--- src/xv_pkg.sv ---
/*
  Shared definitions for the copper display-list coprocessor.
  Holds the word type, the instruction encoding and the END fill word,
  plus the build information placed in the top 128 words of copper
  memory. Modules import it with xv_pkg::* in their body.
*/
package xv_pkg;

    // raster count widths
    localparam int HPOS_W = 12;
    localparam int VPOS_W = 12;

    // copper instruction word and video register word
    typedef logic [15:0] word_t;

    // opcode lives in the top nibble of an instruction
    typedef enum logic [3:0] {
        OP_WAITV = 4'd0,
        OP_WAITH = 4'd1,
        OP_END   = 4'd2,
        OP_MOVE  = 4'd3,
        OP_JUMP  = 4'd4
    } copp_op_t;

    // opcode field
    localparam int OP_MSB = 15;
    localparam int OP_LSB = 12;

    // operand widths, all start at bit 0
    // wait target for WAITV and WAITH
    localparam int WAIT_W = 12;
    // register address for MOVE
    localparam int MOVE_REG_W = 8;
    // target address for JUMP
    localparam int JUMP_W = 12;

    // END with all operand bits set, used to fill copper memory
    localparam word_t END_FILL = 16'h2FFF;

    // build info block occupies the last 128 words of memory
    localparam int INFO_WORDS = 128;

    // BCD version, major byte then minor byte
    localparam logic [15:0] INFO_VERSION = 16'h0103;

    // set when the source tree had local changes
    localparam logic INFO_GIT_DIRTY = 1'b0;

    // short commit hash
    localparam logic [31:0] INFO_GITHASH = 32'h3C0F_FEE1;

    // description string, at most 240 characters
    // length must match the literal exactly or leading bytes turn to zero
    localparam int INFO_STR_LEN = 25;
    localparam logic [8*INFO_STR_LEN-1:0] INFO_STR = "copper raster coprocessor";

endpackage
--- src/video_timing.sv ---
/*
  Raster timing for the copper.
  Horizontal count advances every clock and wraps at H_TOTAL, the
  vertical count steps on each wrap and wraps at V_TOTAL.
  frame_start_o is high for the single cycle in which both counts are
  zero, and the engine uses it to restart its program.
*/
module video_timing #(
    parameter int H_TOTAL = 800,
    parameter int V_TOTAL = 525
) (
    input  logic                      clk,
    input  logic                      rst_i,
    output logic [xv_pkg::HPOS_W-1:0] h_count_o,
    output logic [xv_pkg::VPOS_W-1:0] v_count_o,
    output logic                      frame_start_o
);
    import xv_pkg::*;

    // last position of a line and of a frame
    localparam logic [HPOS_W-1:0] H_LAST = HPOS_W'(H_TOTAL - 1);
    localparam logic [VPOS_W-1:0] V_LAST = VPOS_W'(V_TOTAL - 1);

    logic h_wrap;
    logic v_wrap;

    // end of line, and end of frame on the last line
    assign h_wrap = (h_count_o == H_LAST);
    assign v_wrap = (v_count_o == V_LAST);

    always_ff @(posedge clk) begin
        if (rst_i) begin
            h_count_o     <= '0;
            v_count_o     <= '0;
            // counts sit at the origin out of reset
            frame_start_o <= 1'b1;
        end else begin
            frame_start_o <= 1'b0;
            if (h_wrap) begin
                h_count_o <= '0;
                if (v_wrap) begin
                    v_count_o     <= '0;
                    // next cycle is position 0,0
                    frame_start_o <= 1'b1;
                end else begin
                    v_count_o <= v_count_o + 1'b1;
                end
            end else begin
                h_count_o <= h_count_o + 1'b1;
            end
        end
    end

endmodule

--- config.mk ---
export PLATFORM = sky130hd
export DESIGN_NAME = video_timing
export DESIGN_NICKNAME = d
export VERILOG_FILES = /design/src/xv_pkg.sv /design/src/video_timing.sv
export SDC_FILE = /design/constraint.sdc
export NUM_CORES = 1
export LEC_CHECK = 0
export BUFFER_PORTS_ARGS = -buffer_cell sky130_fd_sc_hd__buf_2
export CORE_ASPECT_RATIO = 1.25
export CORE_UTILIZATION = 50
export CTS_CLUSTER_DIAMETER = 30
export DETAILED_ROUTE_END_ITERATION = 12
export PLACE_DENSITY = 0.8
export SLEW_MARGIN = 15
export SYNTH_ARGS = -nofsm -noshare
export SYNTH_HDL_FRONTEND = slang
export SYNTH_SLANG_ARGS = --single-unit
--- constraint.sdc ---
create_clock -name clk -period 2.4 [get_ports clk]
set_clock_uncertainty 0.1 [all_clocks]
set_input_delay 0.24 -clock clk [delete_from_list [all_inputs] [get_ports clk]]
set_output_delay 0.24 -clock clk [all_outputs]
set_load 0.005 [all_outputs]
==> out/metrics.yaml <==
clocking:
  root_buffer: "clkbuf_4"
  cts_tree: "yes"
  cts_num_sinks: 25
  cts.path.max_buffers: 2
  cts_resized: 0
  clk_latency_ns: 0.32
  clkTransAtPathRegs_ns: 0.14
  htreeDepth: 1
  numCtsBuffers: 3
  post_cts_buffers: 0
  holdBufCountCts: 0
sta:
  setup_viol: 0
  relSlewSlack_pct: 67.3
  hold_viol: 0
  timing.fmax_mhz: 507
  rsz0062_at_grt: "no"
  min_period_over_period_pct: 82.1
  slew_violations: 0
  layout_setup_ws_ns: 0.428
  worst_hold_slack_ns: 0.0721
  setup-tns-final_ns: 0
  worst_pin_slew_ns: 0.490
  period_needed_ns: 1.97
die:
  fp.dieW_um: 47.9
  core-area_um2: 2480
  die_y_um: 59.4
  row_count: 20
  start_util_pct: 53.2
  die_area_um2: 2850
  ioPinCount: 27
logic_synthesis:
  yosysWarnings: 0
  ys_top_cells_by_area: "dfxtp_1 38%, o311ai_4 6.0%, nand3_1 4.6%"
  synth_top_area_share_pct: 38.0
  synthesis.nets: 140
  synthesis.area_um2: 1320
  seq_area_frac_synth_pct: 38.0
  avgSynthCellArea_um2: 9.77
  synth.distinct_cells: 39
  ys_ff_latch: 25
  syn_inst: 135
  synth_top_area_cell: "dfxtp_1"
place:
  gp_congestion: 0.893
  pre_cts_slack_ns: 0.466
  port_buffers: 26
  place_area_um2: 1460
  hpwlAfterDp_mm: 2.00
drt:
  top_layer: "met4"
  drcViolationCount: 0
  wl_met3_um: 111
  wire_per_inst_um: 14.0
  via_per_inst: 5.69
  firstDrtPassIters: 4
  via_count: 1104
  drt_iter0_drc: 35
  met2_wirelength_mm: 1.33
  ant_nets: 0
  met1Wirelength_mm: 1.24
  finalWirelength_mm: 2.72
power:
  p_leak_uw: 0.000612
  peakVddDrop_mv: 0.311
  power.density_nw_per_um2: 484
  p_int_uw: 530
  switching_share_pct: 26.3
  combinationalPowerShare_pct: 9.8
  clkPwrFrac_pct: 26.2
  p_seq_share_pct: 63.9
  power.switching_uw: 189
global_routing:
  globalRouteOverflowTotal: 0
  grt_antenna_before_repair: 0
  grt_pass1_vias: 920
  grt_max_degree: 15
  grt_usage_pct: 21.0
  grt_pass1_wl_mm: 4.27
critical_path:
  crit_type: "register to register"
  end_kind: "register"
  startpoint_type: "register"
  cp_max_fo: 8
  arrival_ns: 2.11
  critPathRequiredTime_ns: 2.54
run:
  drv_cap: 0
worst_hold_path:
  holdCritPathClass: "input port to register"
layout:
  area_growth_pct: 12.5
  n_antenna_cell: 0
  nets: 167
  layout-drive-gt1-share_pct: 29.8
  final_design_area_no_fill_um2: 1480
  fillers: 226
run_status:
  status: "finished clean"
-- routing by layer --
| layer | vias up | track usage [%] |
|---|---|---|
| met5 | - | 0 |
| met4 | 0 | 8.73 |
| met3 | 4 | 2.74 |
| met2 | 33 | 33.8 |
| met1 | 522 | 27.3 |
| li1 | 545 | - |
-- layout make-up --
type | count | area (um^2) | share of cell area, %
multi-input cells | 99 | 754 | 50.8
inverters | 6 | 22.5 | 1.52
well taps | 33 | 41.3 | 2.78
flip-flops and latches | 25 | 500 | 33.7
clock buffers | 3 | 22.5 | 1.52
repair buffers | 27 | 138 | 9.27
clock inverters | 1 | 5.00 | 0.337
-- final timing paths --
check	from	end	slack, ns	depth (start not counted)
min	rst_i	h_count_o[6]	0.07	2
max reg2reg	v_count_o[0]	v_count_o[5]	0.43	6
max	v_count_o[0]	v_count_o[5]	0.43	6
min reg2reg	h_count_o[0]	h_count_o[0]	0.40	1
-- logic make-up after synthesis --
kind of cell | synth area share, %
compound gates | 18.7
flops | 38.0
xor+xnor | 6.64
fa+ha+maj | 2.85
buf+inv | 4.84
simple gates | 29.0
-- worst max-delay path: stages (launching register included) --
cell,delay (ns)
dfxtp_1,0.45
inv_1,0.07
ha_1,0.18
nor4b_2,0.16
a41oi_2,0.45
nand2b_4,0.20
o311ai_4,0.28
-- layout by cell type, fill, tap and decap left out, types with 3 or more instances in the layout --
master | Yosys | layout
xnor2_1 | 6 | 6
o211ai_1 | 4 | 4
xor2_1 | 4 | 4
and3_1 | 3 | 3
nand2_1 | 11 | 11
nor2_1 | 15 | 15
nand3_1 | 12 | 12
o21ai_0 | 3 | 3
nand4_1 | 5 | 5
inv_1 | 6 | 6
clkbuf_4 | 0 | 3
buf_2 | 0 | 26
dfxtp_1 | 25 | 25
o31ai_2 | 3 | 3
o311ai_4 | 3 | 3
ha_1 | 3 | 3
-- sequential cells by signal, summed over array words and instances, names as in the netlist --
register       count
h_count_o         12
v_count_o         12
frame_start_o      1
-- synthesized netlist by cell type, drive strengths merged --
master   number
ha            3
nor2         15
o31ai         3
and4bb        1
xnor2         6
nor4          1
dfxtp        25
clkbuf        1
a22o          1
a31o          1
nor4b         2
nand4         5
nor3          3
a31oi         1
o41ai         1
buf           4
and3          4
and2          2
and4          3
o22ai         1
a41o          1
nand2b        1
a21oi         2
o211ai        4
o2bb2ai       1
nor2b         2
inv           6
nand2        11
a41oi         1
o311ai        3
nand3        13
xor2          4
o21ai         3
-- power groups by stage --
stage	logic (uW)	registers (uW)	clock network, uW
finish	70.8	460	188
global route	77.7	462	219
CTS	71.3	459	192
detailed placement	71.1	468	0
global placement	69.3	467	0
floorplan	67.6	453	0
-- metrics by stage --
stage	total power (uW)	cells	utilization [%]
floorplan	520	135	-
global placement	537	190	58.8
detailed placement	540	190	58.8
CTS	722	194	59.9
global route	759	194	59.9
finish	719	194	59.9
(Power assumes the default switching activity.)
