File: src/xv_pkg.sv
/*
  Shared definitions for the copper display-list coprocessor.
  Holds the word type, the instruction encoding and the END fill word,
  plus the build information placed in the top 128 words of copper
  memory. Modules import it with xv_pkg::* in their body.
*/
package xv_pkg;

    // raster count widths
    localparam int HPOS_W = 12;
    localparam int VPOS_W = 12;

    // copper instruction word and video register word
    typedef logic [15:0] word_t;

    // opcode lives in the top nibble of an instruction
    typedef enum logic [3:0] {
        OP_WAITV = 4'd0,
        OP_WAITH = 4'd1,
        OP_END   = 4'd2,
        OP_MOVE  = 4'd3,
        OP_JUMP  = 4'd4
    } copp_op_t;

    // opcode field
    localparam int OP_MSB = 15;
    localparam int OP_LSB = 12;

    // operand widths, all start at bit 0
    // wait target for WAITV and WAITH
    localparam int WAIT_W = 12;
    // register address for MOVE
    localparam int MOVE_REG_W = 8;
    // target address for JUMP
    localparam int JUMP_W = 12;

    // END with all operand bits set, used to fill copper memory
    localparam word_t END_FILL = 16'h2FFF;

    // build info block occupies the last 128 words of memory
    localparam int INFO_WORDS = 128;

    // BCD version, major byte then minor byte
    localparam logic [15:0] INFO_VERSION = 16'h0103;

    // set when the source tree had local changes
    localparam logic INFO_GIT_DIRTY = 1'b0;

    // short commit hash
    localparam logic [31:0] INFO_GITHASH = 32'h3C0F_FEE1;

    // description string, at most 240 characters
    // length must match the literal exactly or leading bytes turn to zero
    localparam int INFO_STR_LEN = 25;
    localparam logic [8*INFO_STR_LEN-1:0] INFO_STR = "copper raster coprocessor";

endpackage
File: src/copper_engine.sv
/*
  Copper execution engine.
  Restarts at address 0 the cycle after frame_start_i when enabled,
  and idles at that point otherwise. Instruction fetch takes two
  cycles, FETCH presents the address and DECODE sees the word.
  WAITV and WAITH hold until the raster count reaches the target,
  MOVE reads its data word and pulses reg_wr_o, JUMP reloads the
  program counter, END idles until the next frame.
*/
module copper_engine #(
    parameter int AWIDTH = 10
) (
    input  logic                          clk,
    input  logic                          rst_i,
    input  logic                          copp_en_i,
    input  logic                          frame_start_i,
    input  logic [xv_pkg::HPOS_W-1:0]     h_count_i,
    input  logic [xv_pkg::VPOS_W-1:0]     v_count_i,
    output logic [AWIDTH-1:0]             mem_rd_addr_o,
    input  xv_pkg::word_t                 mem_rd_data_i,
    output logic                          reg_wr_o,
    output logic [xv_pkg::MOVE_REG_W-1:0] reg_addr_o,
    output xv_pkg::word_t                 reg_data_o
);
    import xv_pkg::*;

    typedef enum logic [2:0] {
        ST_IDLE,
        ST_FETCH,
        ST_DECODE,
        ST_WAIT,
        ST_MOVE_DATA,
        ST_WRITE
    } state_t;

    state_t            state;
    logic [AWIDTH-1:0] pc;
    // latched instruction, operands for WAIT and MOVE
    word_t             ir;
    copp_op_t          op;
    logic              decode_hit;
    logic              wait_hit;

    // memory always reads at the program counter
    assign mem_rd_addr_o = pc;

    // opcode of the word arriving in DECODE
    assign op = copp_op_t'(mem_rd_data_i[OP_MSB:OP_LSB]);

    // wait compare for the word being decoded
    // lets an already met wait skip the WAIT state
    always_comb begin
        if (op == OP_WAITV) begin
            decode_hit = (v_count_i >= VPOS_W'(mem_rd_data_i[WAIT_W-1:0]));
        end else begin
            decode_hit = (h_count_i >= HPOS_W'(mem_rd_data_i[WAIT_W-1:0]));
        end
    end

    // wait compare against the latched instruction
    always_comb begin
        if (copp_op_t'(ir[OP_MSB:OP_LSB]) == OP_WAITV) begin
            wait_hit = (v_count_i >= VPOS_W'(ir[WAIT_W-1:0]));
        end else begin
            // WAITH, horizontal position within the current line
            wait_hit = (h_count_i >= HPOS_W'(ir[WAIT_W-1:0]));
        end
    end

    always_ff @(posedge clk) begin
        if (rst_i) begin
            state <= ST_IDLE;
            pc    <= '0;
        end else if (frame_start_i) begin
            // new frame overrides whatever was running
            // enable is sampled only here
            if (copp_en_i) begin
                pc    <= '0;
                state <= ST_FETCH;
            end else begin
                state <= ST_IDLE;
            end
        end else begin
            case (state)
                ST_IDLE: ;
                // address out, word arrives next cycle
                ST_FETCH: state <= ST_DECODE;
                ST_DECODE: begin
                    case (op)
                        OP_WAITV, OP_WAITH: begin
                            pc <= pc + 1'b1;
                            if (decode_hit) begin
                                state <= ST_FETCH;
                            end else begin
                                state <= ST_WAIT;
                            end
                        end
                        OP_MOVE: begin
                            // point at the data word
                            pc    <= pc + 1'b1;
                            state <= ST_MOVE_DATA;
                        end
                        OP_JUMP: begin
                            pc    <= AWIDTH'(mem_rd_data_i[JUMP_W-1:0]);
                            state <= ST_FETCH;
                        end
                        // END and undefined opcodes stop the program
                        default: state <= ST_IDLE;
                    endcase
                end
                ST_WAIT: begin
                    if (wait_hit) begin
                        state <= ST_FETCH;
                    end
                end
                // data word read is in flight
                ST_MOVE_DATA: state <= ST_WRITE;
                ST_WRITE: begin
                    pc    <= pc + 1'b1;
                    state <= ST_FETCH;
                end
                default: state <= ST_IDLE;
            endcase
        end
    end

    // latch the instruction as it is decoded
    always_ff @(posedge clk) begin
        if (state == ST_DECODE) begin
            ir <= mem_rd_data_i;
        end
    end

    // register write pulse, the cycle after the data word arrives
    always_ff @(posedge clk) begin
        if (rst_i) begin
            reg_wr_o <= 1'b0;
        end else begin
            reg_wr_o <= (state == ST_WRITE);
        end
    end

    always_ff @(posedge clk) begin
        if (state == ST_WRITE) begin
            reg_addr_o <= ir[MOVE_REG_W-1:0];
            reg_data_o <= mem_rd_data_i;
        end
    end

endmodule

File: config.mk
export PLATFORM = sky130hd
export DESIGN_NAME = copper_engine
export DESIGN_NICKNAME = d
export VERILOG_FILES = /design/src/xv_pkg.sv /design/src/copper_engine.sv
export SDC_FILE = /design/constraint.sdc
export NUM_CORES = 1
export LEC_CHECK = 0
export ABC_AREA = 1
export BUFFER_PORTS_ARGS = -buffer_cell sky130_fd_sc_hd__buf_4
export CORE_MARGIN = 1
export CORE_UTILIZATION = 45
export DETAILED_ROUTE_END_ITERATION = 10
export PLACE_DENSITY_LB_ADDON = 0.05
export SLEW_MARGIN = 25
export SYNTH_ARGS = -nofsm -noshare
export SYNTH_HDL_FRONTEND = slang
export SYNTH_SLANG_ARGS = --single-unit
File: constraint.sdc
create_clock -name clk -period 4.4 [get_ports clk]
set_input_delay 0.22 -clock clk [delete_from_list [all_inputs] [get_ports clk]]
set_output_delay 0.22 -clock clk [all_outputs]
set_load 0.005 [all_outputs]
==> results.toml, run 1 <==
[floorplan]
rows = 30
die_x_um = 87.6
start_util_pct = 47.5
dieArea_um2 = 7670
die_h_um = 87.6
core_area_um2 = 6940
io_pins = 79

[synth]
yosysWarnings = 0
synth_edf_count = 40
synth_nets = 460
synth_ff_type = "edfxtp_1"
synthArstFlopShare_pct = 0
ys_seq_elements = 54
netlist_instances = 367
ys_types = 31
ys_seq_area_share_pct = 45.0
synth.cell_area_um2 = 3300
postSynthAreaPerCell_um2 = 8.98

[clock_tree]
cts_resized = 0
numCtsBuffers = 5
clockBufferDepth = 2
postCtsSetupRepairBufs = 0
cts_num_sinks = 54
holdBufCountCts = 0
htree_levels = 2
cts_root_buf = "clkbuf_8"
clkLatencyLatePin_ps = 310
cts_tree = "yes"
clk_pin_slew_ps = 100

[timing]
setup-violations-final = 0
fmax_ghz = 0.467
finalWorstSetupSlack_ps = 2260
finClkSkew_ps = 7.84
slew_headroom_pct = 50.9
min_period_ps = 2140
tightest_slew_ps = 735
hold_ws_ps = 104
hold_viol = 0
tns_ps = 0
grt_setup_unrepaired = "no"
drv_slew = 0
period_share_pct = 48.7

[min_path]
hp-class = "input port to register"

[layout]
insertedDiodeCount = 0
layout.cells.non_filler = 547
final_cell_mix = "nand2_1 (85), buf_4 (79), inv_1 (54)"
layout_commonest_cell = "nand2_1"
nNetsFinal = 543
drive_gt1_share_pct = 20.8
area_delta_synth_final_pct = 24.1

[power_and_ir_drop]
total_power_mw = 1.01
seq_power_share_pct = 54.6
p_int_mw = 0.761
power.switching_mw = 0.247
peakVddDrop_v = 0.000127
p_leak_nw = 1.89
pwr-share-clk_pct = 30.9
powerDensity_nw_per_um2 = 246
sw_frac_of_total_pct = 24.5
p_comb_share_pct = 14.5

[setup_path]
cp-start-kind = "register"
required_ps = 4660
worstPathArrival_ps = 2400
crit_type = "register to register"
critPathMaxFanout = 16
end_kind = "register"

[detailed_routing]
drt-initial-drc-count = 92
antenna_left = 0
dr.pass1.iters = 4
routed_via_density = 4.88
drc = 0
wl_per_cell_um = 13.3
vias = 2672
wl_um = 7250

[placement]
placed_cells = 539
io_buffers = 78
dp_hpwl_um = 5830
routabilityCongestion = 0.858
place_ws_ps = 2220

[grt]
grt_usage_pct = 19.8
grt_pass1_wl_um = 11600
grt_max_degree = 18
grt_pass1_vias = 2502
overflow = 0
antenna_found_initial = 0

[flow_run]
cap_violations = 0

[outcome]
status = "finished clean"
cells in the mapped netlist (2+ instances only):
master | n | area [µm²]
nand2_1 | 85 | 319
inv_1 | 54 | 203
ha_1 | 49 | 613
edfxtp_1 | 40 | 1200
a21oi_1 | 31 | 155
nor2_1 | 27 | 101
nand3_1 | 17 | 85.1
o21ai_0 | 15 | 75.1
dfxtp_1 | 14 | 280
nand4_1 | 5 | 31.3
nor3_1 | 4 | 20.0
inv_2 | 3 | 11.3
and2_1 | 2 | 12.5
nor4_1 | 2 | 12.5
o211ai_1 | 2 | 15.0
o21a_1 | 2 | 15.0
power by group through the flow:
stage | Clock, mW | Combinational (mW) | Sequential [mW]
6_report | 0.311 | 0.146 | 0.550
5_1_grt | 0.333 | 0.170 | 0.551
4_1_cts | 0.318 | 0.148 | 0.550
3_5_place_dp | 0 | 0.148 | 0.562
3_3_place_gp | 0 | 0.143 | 0.562
2_1_floorplan | 0 | 0.0805 | 0.561
path summary, 6_finish.rpt:
| check | from | to | slack [ps] | depth (start not counted) |
|---|---|---|---|---|
| min | mem_rd_data_i[1] | reg_data_o[1] | 100 | 1 |
| max reg2reg | state[0] | mem_rd_addr_o[9] | 2260 | 10 |
| max | state[0] | mem_rd_addr_o[9] | 2260 | 10 |
| min reg2reg | ir[7] | reg_addr_o[7] | 460 | 0 |
per-layer routing:
layer | track usage [%] | vias to the layer above | share of wire (%) | wire length (µm)
met4 | 5.22 | 0 | 0.69 | 50
met3 | 3.11 | 5 | 4.0 | 289
met2 | 33.3 | 59 | 48 | 3510
met5 | 0 | - | 0 | 0
li1 | - | 1397 | - | -
met1 | 26.6 | 1211 | 47 | 3410
state kept, by name, summed over array words and instances (netlist names):
name           flops
state              3
reg_data_o        16
reg_wr_o           1
ir                16
reg_addr_o         8
mem_rd_addr_o     10
worst max-delay path, cell delays in order, from the launching register on:
cell and delay (ps):
dfxtp_1 360, inv_2 70, nor3_4 500, buf_4 380, a21boi_1 100, and2_4 230
nor2_8 160, o21ai_2 70, nor2_1 100, nor2_1 40, nor2_1 70
final cells by class:
class                           instances  area, µm²
Tap cell                               96        120
Inverter                               57        214
Fill cell                             622       2850
Multi-Input combinational cell        253       1580
Clock buffer                            8        101
Sequential cell                        54       1480
Timing Repair Buffer                   79        593
metrics by stage:
step | util [%] | cell area [µm²]
floorplan | - | 3300
global placement | 57.4 | 3990
detailed placement | 57.4 | 3990
CTS | 58.9 | 4090
global route | 58.9 | 4090
finish | 58.9 | 4090
logic make-up (layout without fill, tap and decap cells):
| kind of cell | after synthesis | in the layout | synth area share, % |
|---|---|---|---|
| AOI/OAI and AO/OA | 54 | 54 | 8.96 |
| xor gates and xnor gates | 1 | 1 | 0.266 |
| adders and majority gates | 49 | 49 | 18.6 |
| buffers and inverters | 60 | 144 | 7.10 |
| DFF | 54 | 54 | 45.0 |
| and+or+nand+nor | 149 | 149 | 20.1 |
Power figures use the tool's default switching activity.
==> inputs of run 2 (changes only) <==
Settings changed: ABC_AREA 1 to 0.
Clock period 4.4 ns to 1.8 ns, I/O delays scaled along.
==> results.toml, run 2 <==
[power_and_ir_drop]
power.switching_mw = 0.624
sw_frac_of_total_pct = 24.6
powerDensity_nw_per_um2 = 580
p_leak_nw = 1.92
pwr-share-clk_pct = 30.1
peakVddDrop_v = 0.000321
seq_power_share_pct = 53.1
p_comb_share_pct = 16.8
p_int_mw = 1.92

[timing]
slew_headroom_pct = 68.1
drv_slew = 0
hold_viol = 0
finClkSkew_ps = 5.47
setup-violations-final = 2
tns_ps = -102
grt_setup_unrepaired = "yes"
period_share_pct = 106
tightest_slew_ps = 474
hold_ws_ps = 10.0
finalWorstSetupSlack_ps = -101
fmax_ghz = 0.526
min_period_ps = 1900

[placement]
placedInstanceArea_um2 = 4010
placed_cells = 465
dp_hpwl_um = 6140
routabilityCongestion = 0.834
io_buffers = 78

[setup_path]
critPathMaxFanout = 2
cp-start-kind = "register"
end_kind = "register"
reg2reg_setup_slack_ps = -100
required_ps = 2040
worstPathArrival_ps = 2140
crit_type = "register to register"

[layout]
fin_area_um2 = 4380
nNetsFinal = 501
final_cell_mix = "buf_4 (107), ha_1 (49), edfxtp_1 (40)"
insertedDiodeCount = 0
layout_commonest_cell = "buf_4"
layout.cells.non_filler = 489
drive_gt1_share_pct = 32.8
area_delta_synth_final_pct = 39.8
fill_cells = 587

[outcome]
status = "complete, but fails checks"
violations = "setup timing"

[detailed_routing]
drc = 0
routed_via_density = 5.38
dr.pass1.iters = 6
wl_um = 7960
drt-initial-drc-count = 87
vias = 2633
wl_per_cell_um = 16.3
antenna_left = 0

[grt]
overflow = 0
grt_pass1_vias = 2416
grt_max_degree = 17
grt_usage_pct = 21.9
antenna_found_initial = 0
grt_pass1_wl_um = 12200

[synth]
yosysWarnings = 0
synth_area_leaders = "edfxtp_1 (38%), ha_1 (20%), dfxtp_1 (8.9%)"
ys_types = 40
netlist_instances = 287
synth_most_common_cell = "ha_1"
ys_seq_elements = 54
synth_edf_count = 40
synth_nets = 380
synth_ff_type = "edfxtp_1"
ys_seq_area_share_pct = 47.2
synth.cell_area_um2 = 3140
postSynthAreaPerCell_um2 = 10.9
synth_top_area_cell = "edfxtp_1"
synthTopCellsByCount = "ha_1 (49), edfxtp_1 (40), inv_1 (33), a21oi_1 (25), nor2_1 (20)"
netlist.area_leader.share_pct = 38.3
synthArstFlopShare_pct = 0

[clock_tree]
clkLatencyLatePin_ps = 310
cts_root_buf = "clkbuf_8"
clockBufferDepth = 2
clk_pin_slew_ps = 100
cts_tree = "yes"
htree_levels = 2
cts_num_sinks = 54
numCtsBuffers = 5

[floorplan]
die_h_um = 85.5
io_pins = 79
start_util_pct = 46.4
die_x_um = 85.5
rows = 30
core_area_um2 = 6760
dieArea_um2 = 7310

[min_path]
hp-class = "input port to register"

[flow_run]
cap_violations = 0
run 2: per-layer routing:
| metal | track usage, % | vias to the layer above | part of all wire [%] |
|---|---|---|---|
| met4 | 5.76 | 0 | 1.0 |
| li1 | - | 1325 | - |
| met2 | 36.6 | 71 | 48 |
| met1 | 30.0 | 1229 | 48 |
| met5 | 0 | - | 0 |
| met3 | 2.98 | 8 | 3.5 |
run 2: timing repair:
action / 4_1_cts / 5_1_grt
gates resized for setup: 2 / 20
setup buffers: 1 / 6
setup endpoints to repair: 2 / 11
hold buffers: 7 / 2
hold endpoints to repair: 14 / 3
pin swaps: 1 / 5
run 2: logic make-up (layout without fill, tap and decap cells):
logic type | after synthesis | in the layout | share of synthesized area [%]
AND/OR/NAND/NOR | 73 | 73 | 12.3
multiplexers | 2 | 2 | 0.678
AO/OA/AOI/OAI | 68 | 68 | 14.8
buffers and inverters | 38 | 160 | 4.59
XOR/XNOR | 3 | 3 | 0.838
flip-flops | 54 | 54 | 47.2
adder cells (fa/ha/maj) | 49 | 49 | 19.5
run 2: cell type report:
| cell class | instances | area [µm²] | share of cell area (%) |
|---|---|---|---|
| Sequential cell | 54 | 1480 | 33.8 |
| Timing Repair Buffer | 119 | 947 | 21.6 |
| Tap cell | 80 | 100 | 2.28 |
| Clock buffer | 7 | 97.6 | 2.23 |
| Multi-Input combinational cell | 195 | 1620 | 37.0 |
| Clock inverter | 1 | 7.51 | 0.171 |
| Inverter | 33 | 128 | 2.91 |
run 2: final timing paths:
| check | startpoint | endpoint | cells past startpoint |
|---|---|---|---|
| setup / recovery | ir[0] | state[1] | 7 |
| hold / removal | mem_rd_data_i[9] | ir[9] | 1 |
| hold reg to reg | ir[4] | reg_addr_o[4] | 0 |
| setup reg to reg | ir[0] | state[1] | 7 |
run 2: metrics by stage:
step	setup slack, ps	utilization, %	power, mW
2_1_floorplan	0.831	-	1.56
3_3_place_gp	-67.6	59.3	1.75
3_5_place_dp	-102	59.3	1.75
4_1_cts	-94.5	62.2	2.53
5_1_grt	-188	64.9	2.65
6_report	-101	64.9	2.54
run 2: power groups by stage:
stage	sequential [mW]	combinational [mW]	clock [mW]
after floorplan	1.38	0.179	0
after global placement	1.38	0.369	0
after detailed placement	1.38	0.375	0
after CTS	1.35	0.394	0.791
after global routing	1.35	0.474	0.822
final	1.35	0.427	0.766
run 2: critical path, cell delays in order (launching register included):
cell and delay, ps:
edfxtp_1 420, ha_1 300, nand2b_4 130, a21o_1 180, a211oi_2 170, nor4_1 60
or4_1 470, o211ai_1 100
==> inputs of run 3 (changes only) <==
Settings changed: CORE_UTILIZATION 45 to 40, HOLD_SLACK_MARGIN from default to 0.02.
==> results.toml, run 3 (synthesis results as in run 2) <==
[outcome]
status = "complete, but fails checks"
violations = "setup timing"

[grt]
grt_max_degree = 25
busiest_layer = "met2"
grt_pass1_vias = 2675
overflow = 0
grt_pass1_wl_um = 13100
grt.met2_usage_pct = 34.2
use_met1_pct = 26.8
antenna_found_initial = 0
met3_usage_pct = 2.69
grt_usage_pct = 20.3

[timing]
tns_ps = -122
drv_slew = 0
period_share_pct = 107
hold_ws_ps = 76.3
min_period_ps = 1920
finalWorstSetupSlack_ps = -122
tightest_slew_ps = 496
setup-violations-final = 1
hold_viol = 0
grt_setup_unrepaired = "yes"
finClkSkew_ps = 8.35
fmax_ghz = 0.520
slew_headroom_pct = 66.1

[layout]
final-seq-area_um2 = 1480
area_delta_synth_final_pct = 40.8
drive_gt1_share_pct = 32.7
fin_util_pct = 59.6
nNetsFinal = 502
layout_commonest_cell = "buf_4"
fill_cells = 642
layout.cells.non_filler = 509
insertedDiodeCount = 0
multi_input_area_um2 = 1620
final_cell_mix = "buf_4 (102), ha_1 (49), edfxtp_1 (40)"
fin_area_um2 = 4420

[placement]
placedInstanceArea_um2 = 4040
place_ws_ps = -103
routabilityCongestion = 0.802
io_buffers = 78
placed_cells = 483
dp_hpwl_um = 6260

[setup_path]
worstPathArrival_ps = 2150
required_ps = 2030
critPathMaxFanout = 2
reg2reg_setup_slack_ps = -120
crit_type = "register to register"
end_kind = "register"
cp-start-kind = "register"

[floorplan]
die_x_um = 90.6
rows = 31
die_h_um = 90.6
core_area_um2 = 7410
start_util_pct = 42.3
dieArea_um2 = 8200
io_pins = 79

[detailed_routing]
vias = 2661
wl_per_cell_um = 16.3
drt-initial-drc-count = 78
drc = 0
antenna_left = 0
dr.pass1.iters = 4
routed_via_density = 5.23
wl_um = 8320

[power_and_ir_drop]
powerDensity_nw_per_um2 = 571
peakVddDrop_v = 0.000386
total_power_mw = 2.52
p_leak_nw = 1.94

[clock_tree]
numCtsBuffers = 5
cts_tree = "yes"
clockBufferDepth = 2
clkLatencyLatePin_ps = 310
cts_num_sinks = 54
htree_levels = 2
clk_pin_slew_ps = 100
cts_root_buf = "clkbuf_8"

[min_path]
hp-class = "input port to register"

[flow_run]
cap_violations = 0
run 3: cell type report:
class	count	area share, %
inverters	33	2.80
multi-input cells	195	36.6
clock inverters	2	0.340
clock buffers	6	1.87
well taps	99	2.80
flip-flops and latches	54	33.5
repair buffers	120	22.1
run 3: metal layers:
| metal | vias up | share of wire (%) |
|---|---|---|
| li1 | 1329 | - |
| met1 | 1258 | 47 |
| met2 | 62 | 47 |
| met3 | 12 | 4.0 |
| met4 | 0 | 1.8 |
| met5 | - | 0 |
run 3: worst paths after layout:
path / from / endpoint / cells after the start
worst max register to register: ir[0] / state[1] / 7
worst max-delay path: ir[0] / state[1] / 7
worst min register to register: ir[5] / reg_addr_o[5] / 0
worst min-delay path: mem_rd_data_i[9] / mem_rd_addr_o[9] / 3
run 3: power breakdown:
group	switching [mW]	internal, mW
registers	0.00508	1.34
logic	0.216	0.218
clock network	0.421	0.319
total	0.643	1.88
run 3: what timing repair did:
item	in CTS	in global routing
pin swaps	0	4
endpoints found under the setup margin	5	10
hold buffers	13	0
buffers inserted	0	5
gates resized for setup	2	24
endpoints found under the hold margin	26	0
run 3: critical path, stage by stage, from the launching register on:
cell and delay, ps:
edfxtp_1 410, ha_1 300, nand2b_4 130, a21o_1 180
a211oi_2 190, nor4_1 60, or4_1 470, o211ai_1 100
