--- config.mk ---
export PLATFORM = sky130hd
export DESIGN_NAME = host_port
export DESIGN_NICKNAME = d
export VERILOG_FILES = /design/src/xv_pkg.sv /design/src/host_port.sv
export SDC_FILE = /design/constraint.sdc
export NUM_CORES = 1
export LEC_CHECK = 0
export ABC_AREA = 1
export BUFFER_PORTS_ARGS = -buffer_cell sky130_fd_sc_hd__buf_2
export CORE_MARGIN = 5
export CORE_UTILIZATION = 49
export DETAILED_ROUTE_END_ITERATION = 7
export HOLD_SLACK_MARGIN = 0.08
export PLACE_DENSITY = 0.88
export RECOVER_POWER = 25
export SLEW_MARGIN = 20
export SYNTH_ARGS = -nofsm -noshare
export SYNTH_HDL_FRONTEND = slang
export SYNTH_SLANG_ARGS = --single-unit
export TNS_END_PERCENT = 100
--- constraint.sdc ---
create_clock -name clk -period 2.8 [get_ports clk]
set_input_delay 0.56 -clock clk [delete_from_list [all_inputs] [get_ports clk]]
set_output_delay 0.56 -clock clk [all_outputs]
set_load 0.005 [all_outputs]
--- src/xv_pkg.sv ---
/*
  Shared definitions for the copper display-list coprocessor.
  Holds the word type, the instruction encoding and the END fill word,
  plus the build information placed in the top 128 words of copper
  memory. Modules import it with xv_pkg::* in their body.
*/
package xv_pkg;

    // raster count widths
    localparam int HPOS_W = 12;
    localparam int VPOS_W = 12;

    // copper instruction word and video register word
    typedef logic [15:0] word_t;

    // opcode lives in the top nibble of an instruction
    typedef enum logic [3:0] {
        OP_WAITV = 4'd0,
        OP_WAITH = 4'd1,
        OP_END   = 4'd2,
        OP_MOVE  = 4'd3,
        OP_JUMP  = 4'd4
    } copp_op_t;

    // opcode field
    localparam int OP_MSB = 15;
    localparam int OP_LSB = 12;

    // operand widths, all start at bit 0
    // wait target for WAITV and WAITH
    localparam int WAIT_W = 12;
    // register address for MOVE
    localparam int MOVE_REG_W = 8;
    // target address for JUMP
    localparam int JUMP_W = 12;

    // END with all operand bits set, used to fill copper memory
    localparam word_t END_FILL = 16'h2FFF;

    // build info block occupies the last 128 words of memory
    localparam int INFO_WORDS = 128;

    // BCD version, major byte then minor byte
    localparam logic [15:0] INFO_VERSION = 16'h0103;

    // set when the source tree had local changes
    localparam logic INFO_GIT_DIRTY = 1'b0;

    // short commit hash
    localparam logic [31:0] INFO_GITHASH = 32'h3C0F_FEE1;

    // description string, at most 240 characters
    // length must match the literal exactly or leading bytes turn to zero
    localparam int INFO_STR_LEN = 25;
    localparam logic [8*INFO_STR_LEN-1:0] INFO_STR = "copper raster coprocessor";

endpackage
--- src/host_port.sv ---
/*
  Host write port for the copper.
  Three write-only registers, selected by host_reg_i on a one-cycle
  host_wr_i strobe:
    0  copper memory write pointer
    1  copper memory data, written at the pointer which then steps by one
    2  control, bit 0 enables the copper
  Memory writes leave one cycle after the strobe.
*/
module host_port #(
    parameter int AWIDTH = 10
) (
    input  logic                clk,
    input  logic                rst_i,
    input  logic                host_wr_i,
    input  logic [1:0]          host_reg_i,
    input  xv_pkg::word_t       host_data_i,
    output logic                mem_wr_en_o,
    output logic [AWIDTH-1:0]   mem_wr_addr_o,
    output xv_pkg::word_t       mem_wr_data_o,
    output logic                copp_en_o
);

    // host register numbers
    localparam logic [1:0] REG_WR_ADDR = 2'd0;
    localparam logic [1:0] REG_WR_DATA = 2'd1;
    localparam logic [1:0] REG_CTRL    = 2'd2;

    logic [AWIDTH-1:0] wr_ptr;

    // control state
    always_ff @(posedge clk) begin
        if (rst_i) begin
            wr_ptr      <= '0;
            mem_wr_en_o <= 1'b0;
            copp_en_o   <= 1'b0;
        end else begin
            mem_wr_en_o <= 1'b0;
            if (host_wr_i) begin
                case (host_reg_i)
                    REG_WR_ADDR: wr_ptr <= host_data_i[AWIDTH-1:0];
                    REG_WR_DATA: begin
                        mem_wr_en_o <= 1'b1;
                        // step for the next data word
                        wr_ptr      <= wr_ptr + 1'b1;
                    end
                    REG_CTRL: copp_en_o <= host_data_i[0];
                    // register 3 is unused, writes are dropped
                    default: ;
                endcase
            end
        end
    end

    // address and data of the pending memory write
    always_ff @(posedge clk) begin
        if (host_wr_i && (host_reg_i == REG_WR_DATA)) begin
            mem_wr_addr_o <= wr_ptr;
            mem_wr_data_o <= host_data_i;
        end
    end

endmodule

==> impl_results.md, run 1 <==
- Die Ht: 65.4 um
- Post-CTS Resized: 0
- Syn_area_per_cell: between 10 and 15 um2
- Syn Nets: around 160
- Synthesized area: 1500 um2
- Max Buffers Root-to-Sink: 2
- Clock share of power: between 30% and 40%
- Final Wtd Congestion: a little over 0.9
- Maxcap violations: 0
- Sequential share of the synthesized area: between 60% and 70%
- Worst rel slew slack: 68.4%
- Area Growth Syn to Fin: 25.2%
- CP Launch Type: primary input
- Final HPWL DP: 2.22 mm
- Multi-input logic area: between 400 and 500 um2
- Hold Path Depth: 1
- Yosys Warn Count: 0
- H-tree depth: 2
- Root Buffer Master: clkbuf_4
- GR Util All Layers: 15.4%
- Worst r2r src: wr_ptr[0]
- Psw: ~0.00024 W
- Pins Over Slew Limit: 0
- Chip Width: 65.4 um
- Grt peak-use layer: met2
- R2R setup slack: between 1 and 1.5 ns
- Slowest cell delay on critical path: 0.27 ns
- Critical path arrival: ~1.6 ns
- Sequential power share: 53.1%
- Synth cell types: 22
- Post-synth EDFFs: 26
- Endpoint class of the critical path: flop
- Crit path max fanout: 15
- Sequential Area: 1020 um2
- R2r endpoint: wr_ptr[8]
- Setup bufs post-CTS: 0
- M2 GR Usage: 25.9%
- Clock-pin transition on the worst setup and hold timing paths: 0.11 ns
- Critical path, cell by cell: buf_2 -> inv_2 -> nor2_4 -> inv_1 -> nor2_2 -> buf_4
- Post-CTS Hold Buffers: 0
- Drt wl/cell: 13.3 um
- Core box area: 3000 um2
- Worst-skew pair later-pin latency: 0.34 ns
- Area share of the largest cell type after synthesis: roughly half
- Worst-Margin Slew: 0.473 ns
- Ys flop type: edfxtp_1
- Worst Path Required: between 2 and 3 ns
- DRT Pass-1 Iters: 4
- Number of diodes: 0
- Final setup TNS: 0 ns
- Switch share: 19.9%
- Crit-path slowest cell: nor2_4
- Family with the most delay on the worst path: buffers and inverters
- Port bufs: 48
- Final worst setup slack: between 1 and 1.5 ns
- CTS Buf Count: 5
- RSZ-0062 raised after global routing: false
- CTS tree: done
- Number of global-route vias before repair: 1090
- Leading area contributor after synthesis: edfxtp_1
- Final hold vios: 0
- Num ports: 49
- 1st-iter DRT viols: 33
- Type of the worst min-delay path: in2reg
- Pre-CTS setup slack: about 0.94 ns
- Vias after detailed routing: 1173
- Flops & latches, synth: 38
- Mapped Cells: 140
- WHS Endpoint: mem_wr_data_o[11]
- Fmax: about 660 MHz
- Initial Utilization: 50.1%
- Critical path class: in2reg
- DRT Wirelength: 3.03 mm
- Largest net degree at the start of global routing: 16
- Clock skew: 0.00796 ns
- Clock period minus final worst setup slack: approximately 1.5 ns
- Power Dens Cells: approximately 640 nW/um2
- VDD IR-drop max: approximately 0.35 mV
- R2R cell count: 8
- Most frequent cell after synthesis: nand2_1
- First-pass GRT wire length: 4.90 mm
- Status: complete, no violations
- Antenna Violating Nets Remaining: 0
- CTS Sinks: 38
- Number of fillers in the final layout: about 240
- Nets: 216
- Internal cell power: 0.000962 W
- Die Outline Area: 4280 um2
- Remaining DRCs: 0
- Top cells by count, synth: nand2_1, edfxtp_1, inv_1
- Final setup vio count: 0
- Area contributors post-synth: edfxtp_1, dfxtp_1, nand2_1
- Placement Rows: 20
- Crit path buf inv count: 4
- Async set-reset flop share out of synthesis: 0%
- Fraction of layout cells with a size suffix above 1: 30.8%
- GR Layer Usage met1: 17.7%
- P_leak: a little under 0.8 nW
- Initial antenna violation count: 0
- Vias/cell: 5.14
- Combinational Power Share: 6.9%
- Grt ovf: 0
- Period utilization: 54.1%
- Worst Min Path Start: host_data_i[11]
- GR Util met3: 3.59%
## cells by family (layout without fill, tap and decap cells)
| kind of cell | after synthesis | count (layout) | share of synthesized area [%] |
|---|---|---|---|
| DFF | 38 | 38 | 67.9 |
| AOI/OAI and AO/OA | 24 | 24 | 8.82 |
| and+or+nand+nor | 58 | 58 | 17.0 |
| adders and majority gates | 1 | 1 | 0.832 |
| buffers and inverters | 19 | 74 | 5.49 |
## layout make-up
type	count	share of cell area, %
flip-flops and latches	38	54.2
multi-input cells	83	21.4
repair buffers	50	13.1
clock inverters	2	3.19
inverters	16	3.19
clock buffers	6	2.72
well taps	33	2.19
## worst max path at each step
stage	slack, ns	startpoint	cells past startpoint	end
final	1.28	host_reg_i[0]	6	mem_wr_data_o[10]
after global routing	1.17	host_reg_i[0]	6	mem_wr_data_o[1]
after CTS	1.29	host_reg_i[0]	6	mem_wr_data_o[12]
after detailed placement	0.94	host_reg_i[0]	6	mem_wr_data_o[10]
after global placement	0.96	host_reg_i[0]	6	mem_wr_addr_o[7]
after floorplan	0.37	host_reg_i[0]	5	mem_wr_addr_o[0]
## sequential cells by signal, summed over array words and instances (netlist names)
| signal | cells |
|---|---|
| copp_en_o | 1 |
| mem_wr_addr_o | 10 |
| mem_wr_data_o | 16 |
| mem_wr_en_o | 1 |
| wr_ptr | 10 |
## through the flow
stage	power (W)	instances	area, um2	util [%]	hold WS (ns)
6_report	0.00120	228	1880	62.7	0.388
3_3_place_gp	0.000733	220	1780	59.3	0.455
5_1_grt	0.00124	228	1880	62.7	0.376
4_1_cts	0.00120	228	1890	63.0	0.386
2_1_floorplan	0.000692	140	1500	-	0.430
3_5_place_dp	0.000736	220	1780	59.3	0.457
## power by group through the flow
stage               combinational [W]  sequential, W  clock (W)
CTS                         0.0000856       0.000638   0.000481
floorplan                   0.0000416       0.000651          0
global route                0.0000945       0.000641   0.000507
finish                      0.0000832       0.000638   0.000480
detailed placement          0.0000852       0.000651          0
global placement            0.0000839       0.000650          0
## metal layers
| layer | up-vias | wire [um] |
|---|---|---|
| met5 | - | 0 |
| met4 | 0 | 80 |
| met3 | 9 | 230 |
| met2 | 51 | 1450 |
| met1 | 526 | 1270 |
| li1 | 587 | - |
## cell usage in the layout, fill, tap and decap left out, drive strengths merged
cell and n:
o211ai 1, or2 1, clkbuf 13, nand2 28, nand4 2, edfxtp 26, buf 43, o21ai 9
o22ai 3, nor2 15, ha 1, a21oi 10, nand3 8, a211oi 1, bufinv 2, dfxtp 12
inv 16, nor3 4
Power figures use the tool's default switching activity.
==> run 2, diff against run 1 <==
==> constraint.sdc (replaced) <==
create_clock -name clk -period 1.6 [get_ports clk]
set_input_delay 0.32 -clock clk [delete_from_list [all_inputs] [get_ports clk]]
set_output_delay 0.32 -clock clk [all_outputs]
set_load 0.005 [all_outputs]
==> impl_results.md, run 2 (same netlist as run 1, synthesis figures left out) <==
- Status: complete, no violations
- Crit path max fanout: 5 (-10)
- Crit-path slowest cell: dfxtp_1
- Final core occ: 63.0% (+0.29 points)
- Power Dens Cells: 1080 nW/um2 (+69%)
- CP Launch Type: flop
- R2R setup slack: 0.25 ns (-1.14 ns)
- Root Buffer Master: clkbuf_4
- Number of fillers in the final layout: 225 (-7.0%)
- Final setup TNS: 0 ns (unchanged)
- CTS Buf Count: 5 (unchanged)
- Num ports: 49 (unchanged)
- Final hold vios: 0 (unchanged)
- Non-Filler Instances: 230 (+0.88%)
- Clock period minus final worst setup slack: roughly 1.4 ns
- DRT Pass-1 Iters: 4 (unchanged)
- Most frequent CP cell: nand2_1
- Area Growth Syn to Fin: 25.8%
- Post-CTS Hold Buffers: 0 (unchanged)
- Family with the most delay on the worst path: simple AND/OR/NAND/NOR gates
- Worst-skew pair later-pin latency: 0.34 ns (about the same)
- Largest register by flop count: mem_wr_data_o
- CTS Sinks: 38 (unchanged)
- Nets: 218 (+0.93%)
- Critical path arrival: 1.60 ns (+0.04 ns)
- Remaining DRCs: 0 (unchanged)
- GR Util All Layers: 15.7% (+0.24 points)
- Type of the worst min-delay path: in2reg
- H-tree depth: 2 (unchanged)
- Commonest cells after routing, fill and taps aside: buf_2, nand2_1, edfxtp_1
- CTS tree: done
- Worst rel slew slack: 76.4% (+7.9 points)
- Fmax: 740 MHz
- Worst hold margin: 0.152 ns (-0.237 ns)
- DRT Wirelength: 2.99 mm (-1.4%)
- Die Outline Area: 4280 um2 (unchanged)
- Worst-Margin Slew: 0.354 ns (-0.119 ns)
- Vias/cell: 5.26 (+2.3%)
- Initial antenna violation count: 0 (unchanged)
- Commonest non-fill, non-tap cell in the layout: buf_2
- Worst Path Required: 1.84 ns (-1.00 ns)
- Period utilization: between 80% and 90%
- Crit path buf inv count: 0 (-4)
- Critical path class: reg2reg
- Core box area: 3000 um2 (unchanged)
- Largest regs: mem_wr_data_o (16), mem_wr_addr_o (10), wr_ptr (10)
- Final setup vio count: 0 (unchanged)
- Die Ht: 65.4 um (unchanged)
- Vias after detailed routing: 1210 (+3.2%)
- Pins Over Slew Limit: 0 (unchanged)
- Port bufs: 48 (unchanged)
- Placed insts: 222 (+0.91%)
- Antenna Violating Nets Remaining: 0 (unchanged)
- Fraction of layout cells with a size suffix above 1: 30.5% (-0.31 points)
- P_leak: 0.777 nW (+0.31%)
- Placement Rows: 20 (unchanged)
- Drt wl/cell: 13.0 um (-2.2%)
- Endpoint class of the critical path: flop
- Number of global-route vias before repair: 1125 (+3.2%)
- Slowest cell delay on critical path: 0.43 ns (+0.16 ns)
- Number of diodes: 0 (unchanged)
- RSZ-0062 raised after global routing: false
- Chip Width: 65.4 um (unchanged)
- Max Buffers Root-to-Sink: 2 (unchanged)
- Largest net degree at the start of global routing: 16 (unchanged)
- 1st-iter DRT viols: 37 (+12%)
- Grt ovf: 0 (unchanged)
- Final Wtd Congestion: 0.819 (-10%)
- Post-CTS Resized: 0 (unchanged)
- Final HPWL DP: 2.25 mm (+1.3%)
- First-pass GRT wire length: 4.93 mm (+0.69%)
- Clock-pin transition on the worst setup and hold timing paths: 0.11 ns (about the same)
- Initial Utilization: 50.1% (unchanged)
- Critical path, cell by cell: ha_1 -> nand2_1 -> nor2_1 -> nand3_1 -> nand2_1 -> nand3_1 -> nand2_1 -> a21oi_2
- Setup bufs post-CTS: 0 (unchanged)
- Clock skew: 0.00734 ns (-0.000621 ns)
- Maxcap violations: 0 (unchanged)
- VDD IR-drop max: 0.599 mV (+70%)
- Largest register FFs: 16 (unchanged)
run 2: cell count changes in the layout (fill, tap and decap cells not counted):
cell,delta
nor2_4,+1
clkbuf_8,-1
clkbuf_1,+1
clkinv_1,+1
buf_4,+2
nor2_2,-1
buf_2,-1
run 2: worst paths after layout:
| path | endpoint | cells after the start | start |
|---|---|---|---|
| worst max-delay path | wr_ptr[8] | 8 | wr_ptr[0] |
| worst max register to register | wr_ptr[8] | 8 | wr_ptr[0] |
| worst min-delay path | mem_wr_data_o[15] | 1 | host_data_i[15] |
| worst min register to register | mem_wr_addr_o[3] | 0 | wr_ptr[3] |
run 2: metrics by stage:
| step | setup slack (ns) | cell area, um2 | total power, W |
|---|---|---|---|
| 2_1_floorplan | 0.117 | 1510 | 0.00121 |
| 3_3_place_gp | 0.263 | 1800 | 0.00129 |
| 3_5_place_dp | 0.223 | 1800 | 0.00129 |
| 4_1_cts | 0.253 | 1900 | 0.00206 |
| 5_1_grt | 0.123 | 1890 | 0.00213 |
| 6_report | 0.248 | 1890 | 0.00204 |
run 2: cell type report:
cell class | count | area (um2) | share of cell area [%]
clock inverter | 3 | 63.8 | 3.37
sequential | 38 | 1020 | 54.0
inverter | 16 | 60.1 | 3.17
clock buffer | 5 | 37.5 | 1.98
multi-input combinational | 83 | 408 | 21.6
timing repair buffer | 52 | 260 | 13.8
tap | 33 | 41.3 | 2.18
run 2: power by group:
part | switching, W | internal (W)
Combinational | 0.0000879 | 0.0000646
Clock | 0.000292 | 0.000481
Sequential | 0.0000223 | 0.00109
run 2: per-layer routing:
layer	vias up	GRT usage, %	part of all wire, %
met2	61	27.7	48
met3	11	5.13	8.8
met5	-	0	0
met4	0	8.55	3.0
met1	548	16.3	40
li1	590	-	-
==> run 3, diff against run 2 <==
--- a/config.mk
+++ b/config.mk
@@ -5,13 +5,13 @@
 export SDC_FILE = /design/constraint.sdc
 export NUM_CORES = 1
 export LEC_CHECK = 0
-export ABC_AREA = 1
+export ABC_AREA = 0
 export BUFFER_PORTS_ARGS = -buffer_cell sky130_fd_sc_hd__buf_2
 export CORE_MARGIN = 5
-export CORE_UTILIZATION = 49
+export CORE_UTILIZATION = 44
 export DETAILED_ROUTE_END_ITERATION = 7
 export HOLD_SLACK_MARGIN = 0.08
-export PLACE_DENSITY = 0.88
+export PLACE_DENSITY = 0.84
 export RECOVER_POWER = 25
 export SLEW_MARGIN = 20
 export SYNTH_ARGS = -nofsm -noshare
==> constraint.sdc (replaced) <==
create_clock -name clk -period 1.1 [get_ports clk]
set_input_delay 0.22 -clock clk [delete_from_list [all_inputs] [get_ports clk]]
set_output_delay 0.22 -clock clk [all_outputs]
set_load 0.005 [all_outputs]
==> impl_results.md, run 3 <==
- Status: complete, but fails checks
- Failing checks: negative setup slack
- Number of global-route vias before repair: 1382 (+23%)
- Area contributors post-synth: edfxtp_1, dfxtp_1, a21oi_1
- Largest register by flop count: mem_wr_data_o
- Critical path arrival: 1.70 ns (+0.10 ns)
- Crit path max fanout: 3 (-2)
- Final hold vios: 0 (unchanged)
- Critical path class: reg2reg
- Placement Rows: 20 (unchanged)
- Worst-skew pair later-pin latency: 0.35 ns (about the same)
- Vias/cell: 5.44 (+3.3%)
- Chip Width: 67.3 um (+3.0%)
- Multi-input logic area: 578 um2 (+42%)
- Root Buffer Master: clkbuf_4
- Most frequent cell after synthesis: edfxtp_1
- Mapped Cells: 111 (-21%)
- CTS Sinks: 38 (unchanged)
- WHS Endpoint: wr_ptr[4]
- Number of fillers in the final layout: 191 (-15%)
- Number of diodes: 0 (unchanged)
- Core box area: 3100 um2 (+3.3%)
- Slowest cell delay on critical path: 0.38 ns (-0.05 ns)
- Syn Nets: 133 (-18%)
- DRT Pass-1 Iters: 4 (unchanged)
- Port bufs: 48 (unchanged)
- Pwr Total: 0.00270 W (+32%)
- R2R cell count: 5 (-3)
- Largest register FFs: 16 (unchanged)
- Ys flop type: edfxtp_1
- Final HPWL DP: 2.58 mm (+15%)
- Worst-Margin Slew: 0.408 ns (+0.0535 ns)
- Worst Path Required: 1.33 ns (-0.51 ns)
- Final setup vio count: 14 (+14)
- Top cells by count, synth: edfxtp_1, dfxtp_1, nor2_1
- Clock period minus final worst setup slack: 1.47 ns (+0.120 ns)
- Pins Over Slew Limit: 0 (unchanged)
- Fmax: 679 MHz (-8.2%)
- Drt wl/cell: 19.0 um (+46%)
- R2R setup slack: -0.37 ns (-0.62 ns)
- Grt ovf: 0 (unchanged)
- Yosys Warn Count: 0 (unchanged)
- Die Ht: 67.3 um (+3.0%)
- CTS tree: done
- Hold Path Depth: 2 (+1)
- Area Growth Syn to Fin: 62.9%
- Worst Min Path Start: rst_i
- Period utilization: 134% (+49 points)
- Commonest cells after routing, fill and taps aside: buf_2, edfxtp_1, buf_4
- Maxcap violations: 0 (unchanged)
- P_leak: 0.918 nW (+18%)
- Die Outline Area: 4530 um2 (+6.0%)
- Synth cell types: 31 (+41%)
- Top layer in use: met4
- Worst rel slew slack: 72.7% (-3.7 points)
- Initial antenna violation count: 0 (unchanged)
- Crit-path slowest cell: dfxtp_4
- Remaining DRCs: 0 (unchanged)
- Antenna Violating Nets Remaining: 0 (unchanged)
- Type of the worst min-delay path: in2reg
- Met1 wire length: 1.71 mm (+43%)
- Syn_area_per_cell: 13.0 um2 (+21%)
- DRT Wirelength: 4.78 mm (+60%)
- Critical path, cell by cell: ha_4 -> and3_4 -> nand3_2 -> mux2_4 -> o31a_1
- 1st-iter DRT viols: 144 (+290%)
- Sequential power share: 59.9% (+5.2 points)
- Post-synth EDFFs: 26 (unchanged)
- Initial Utilization: 46.6% (-3.5 points)
- Final worst setup slack: -0.372 ns (-0.620 ns)
- Flops & latches, synth: 38 (unchanged)
- Psw: 0.000661 W (+64%)
- H-tree depth: 2 (unchanged)
- Clock share of power: 25.6% (-12 points)
- Switch share: 24.5% (+4.8 points)
- Clock skew: 0.00929 ns (+0.00195 ns)
- Sequential Area: 1030 um2 (+1.2%)
- Worst r2r src: wr_ptr[1]
- Fraction of layout cells with a size suffix above 1: 53.4% (+23 points)
- Largest net degree at the start of global routing: 22 (+6)
- Largest regs: mem_wr_data_o (16), mem_wr_addr_o (10), wr_ptr (10)
- VDD IR-drop max: 0.522 mV (-13%)
- Nets: 229 (+5.0%)
- Area share of the largest cell type after synthesis: 54.0% (+2.1 points)
- Internal cell power: 0.00204 W (+25%)
- First-pass GRT wire length: 6.84 mm (+39%)
- Endpoint class of the critical path: flop
- Sequential share of the synthesized area: 70.6% (+2.7 points)
- Clock-pin transition on the worst setup and hold timing paths: 0.11 ns (about the same)
- Synthesized area: 1450 um2 (-3.8%)
- GR Util All Layers: 21.2% (+5.5 points)
- Commonest non-fill, non-tap cell in the layout: buf_2
- CTS Buf Count: 5 (unchanged)
- Combinational Power Share: 14.5% (+7.0 points)
- Leading area contributor after synthesis: edfxtp_1
- Length of routed met2 wiring: 2.52 mm (+75%)
- R2r endpoint: wr_ptr[8]
- Met3 WL post-DR: 417 um (+59%)
- Num ports: 49 (unchanged)
- CP Launch Type: flop
- Finished Cell Area: 2360 um2 (+25%)
- Async set-reset flop share out of synthesis: 0% (unchanged)
- Vias after detailed routing: 1370 (+13%)
- Final Wtd Congestion: 0.821 (+0.35%)
- RSZ-0062 raised after global routing: true
- Placed cell areas: 2000 um2 (+11%)
- Power Dens Cells: 1150 nW/um2 (+6.3%)
- Max Buffers Root-to-Sink: 2 (unchanged)
[run 3: cell count changes in the layout (fill, tap and decap cells not counted), moves of 5 or more]
cell,delta
a21oi_1,-5
buf_2,+6
buf_4,+20
dfxtp_1,-6
dlygate4sd3_1,+16
inv_1,-13
nand2_1,-25
nand3_1,-6
o21ai_0,-8
o21ai_1,+5
[run 3: worst max-delay path: cells and delay by family (launching register included)]
kind                     cells  cell delay (ns)
flip-flops                   1             0.38
multiplexers                 1             0.31
AO/OA/AOI/OAI                1             0.27
AND/OR/NAND/NOR              2             0.26
adder cells (fa/ha/maj)      1             0.13
[run 3: through the flow]
step	std cells	utilization (%)	hold WS [ns]	TNS, ns	worst slack [ns]
6_report	252	75.9	0.175	-1.28	-0.372
4_1_cts	253	73.9	0.0890	-1.17	-0.319
3_3_place_gp	226	64.6	0.400	-1.32	-0.259
5_1_grt	252	75.9	0.180	-2.36	-0.402
2_1_floorplan	111	-	0.319	-6.17	-0.294
3_5_place_dp	226	64.6	0.401	-1.84	-0.318
[run 3: worst max-delay path by stage]
stage                     cells past startpoint       from        end  slack (ns)
after floorplan                               5  wr_ptr[1]  wr_ptr[8]       -0.29
after global placement                        5  wr_ptr[1]  wr_ptr[8]       -0.26
after detailed placement                      5  wr_ptr[1]  wr_ptr[8]       -0.32
after CTS                                     5  wr_ptr[1]  wr_ptr[8]       -0.32
after global routing                          5  wr_ptr[1]  wr_ptr[8]       -0.40
final                                         5  wr_ptr[1]  wr_ptr[8]       -0.37
[run 3: power by group through the flow]
| stage | Combinational (W) | Sequential [W] | Clock (W) |
|---|---|---|---|
| final | 0.000391 | 0.00162 | 0.000693 |
| after global routing | 0.000421 | 0.00162 | 0.000768 |
| after CTS | 0.000359 | 0.00161 | 0.000680 |
| after detailed placement | 0.000293 | 0.00165 | 0 |
| after global placement | 0.000281 | 0.00164 | 0 |
| after floorplan | 0.000108 | 0.00166 | 0 |
[run 3: layout make-up]
class	count	share of cell area [%]
clock buffer	8	2.07
inverter	2	0.372
multi-input combinational	66	24.5
sequential	38	43.9
tap	44	2.34
timing repair buffer	94	26.8
[run 3: cell families (layout without fill, tap and decap cells)]
| family | count (synthesis) | count (layout) | share of synthesized area [%] |
|---|---|---|---|
| buf+inv | 7 | 104 | 1.82 |
| simple gates | 34 | 34 | 12.0 |
| compound gates | 28 | 28 | 12.5 |
| mux | 3 | 3 | 2.16 |
| fa+ha+maj | 1 | 1 | 0.865 |
| flops | 38 | 38 | 70.6 |
[run 3: repair_timing]
| item | 4_1_cts | 5_1_grt |
|---|---|---|
| endpoints found under the hold margin | 15 | 1 |
| hold buffers | 15 | 1 |
| resized for setup | 13 | 15 |
| setup buffers | 4 | 1 |
| endpoints found under the setup margin | 7 | 29 |
| pin swaps | 14 | 10 |
[run 3: metal layers]
layer,vias up,track usage (%)
met4,0,10.1
met2,80,39.3
li1,617,-
met1,663,21.4
met5,-,0
met3,10,6.49
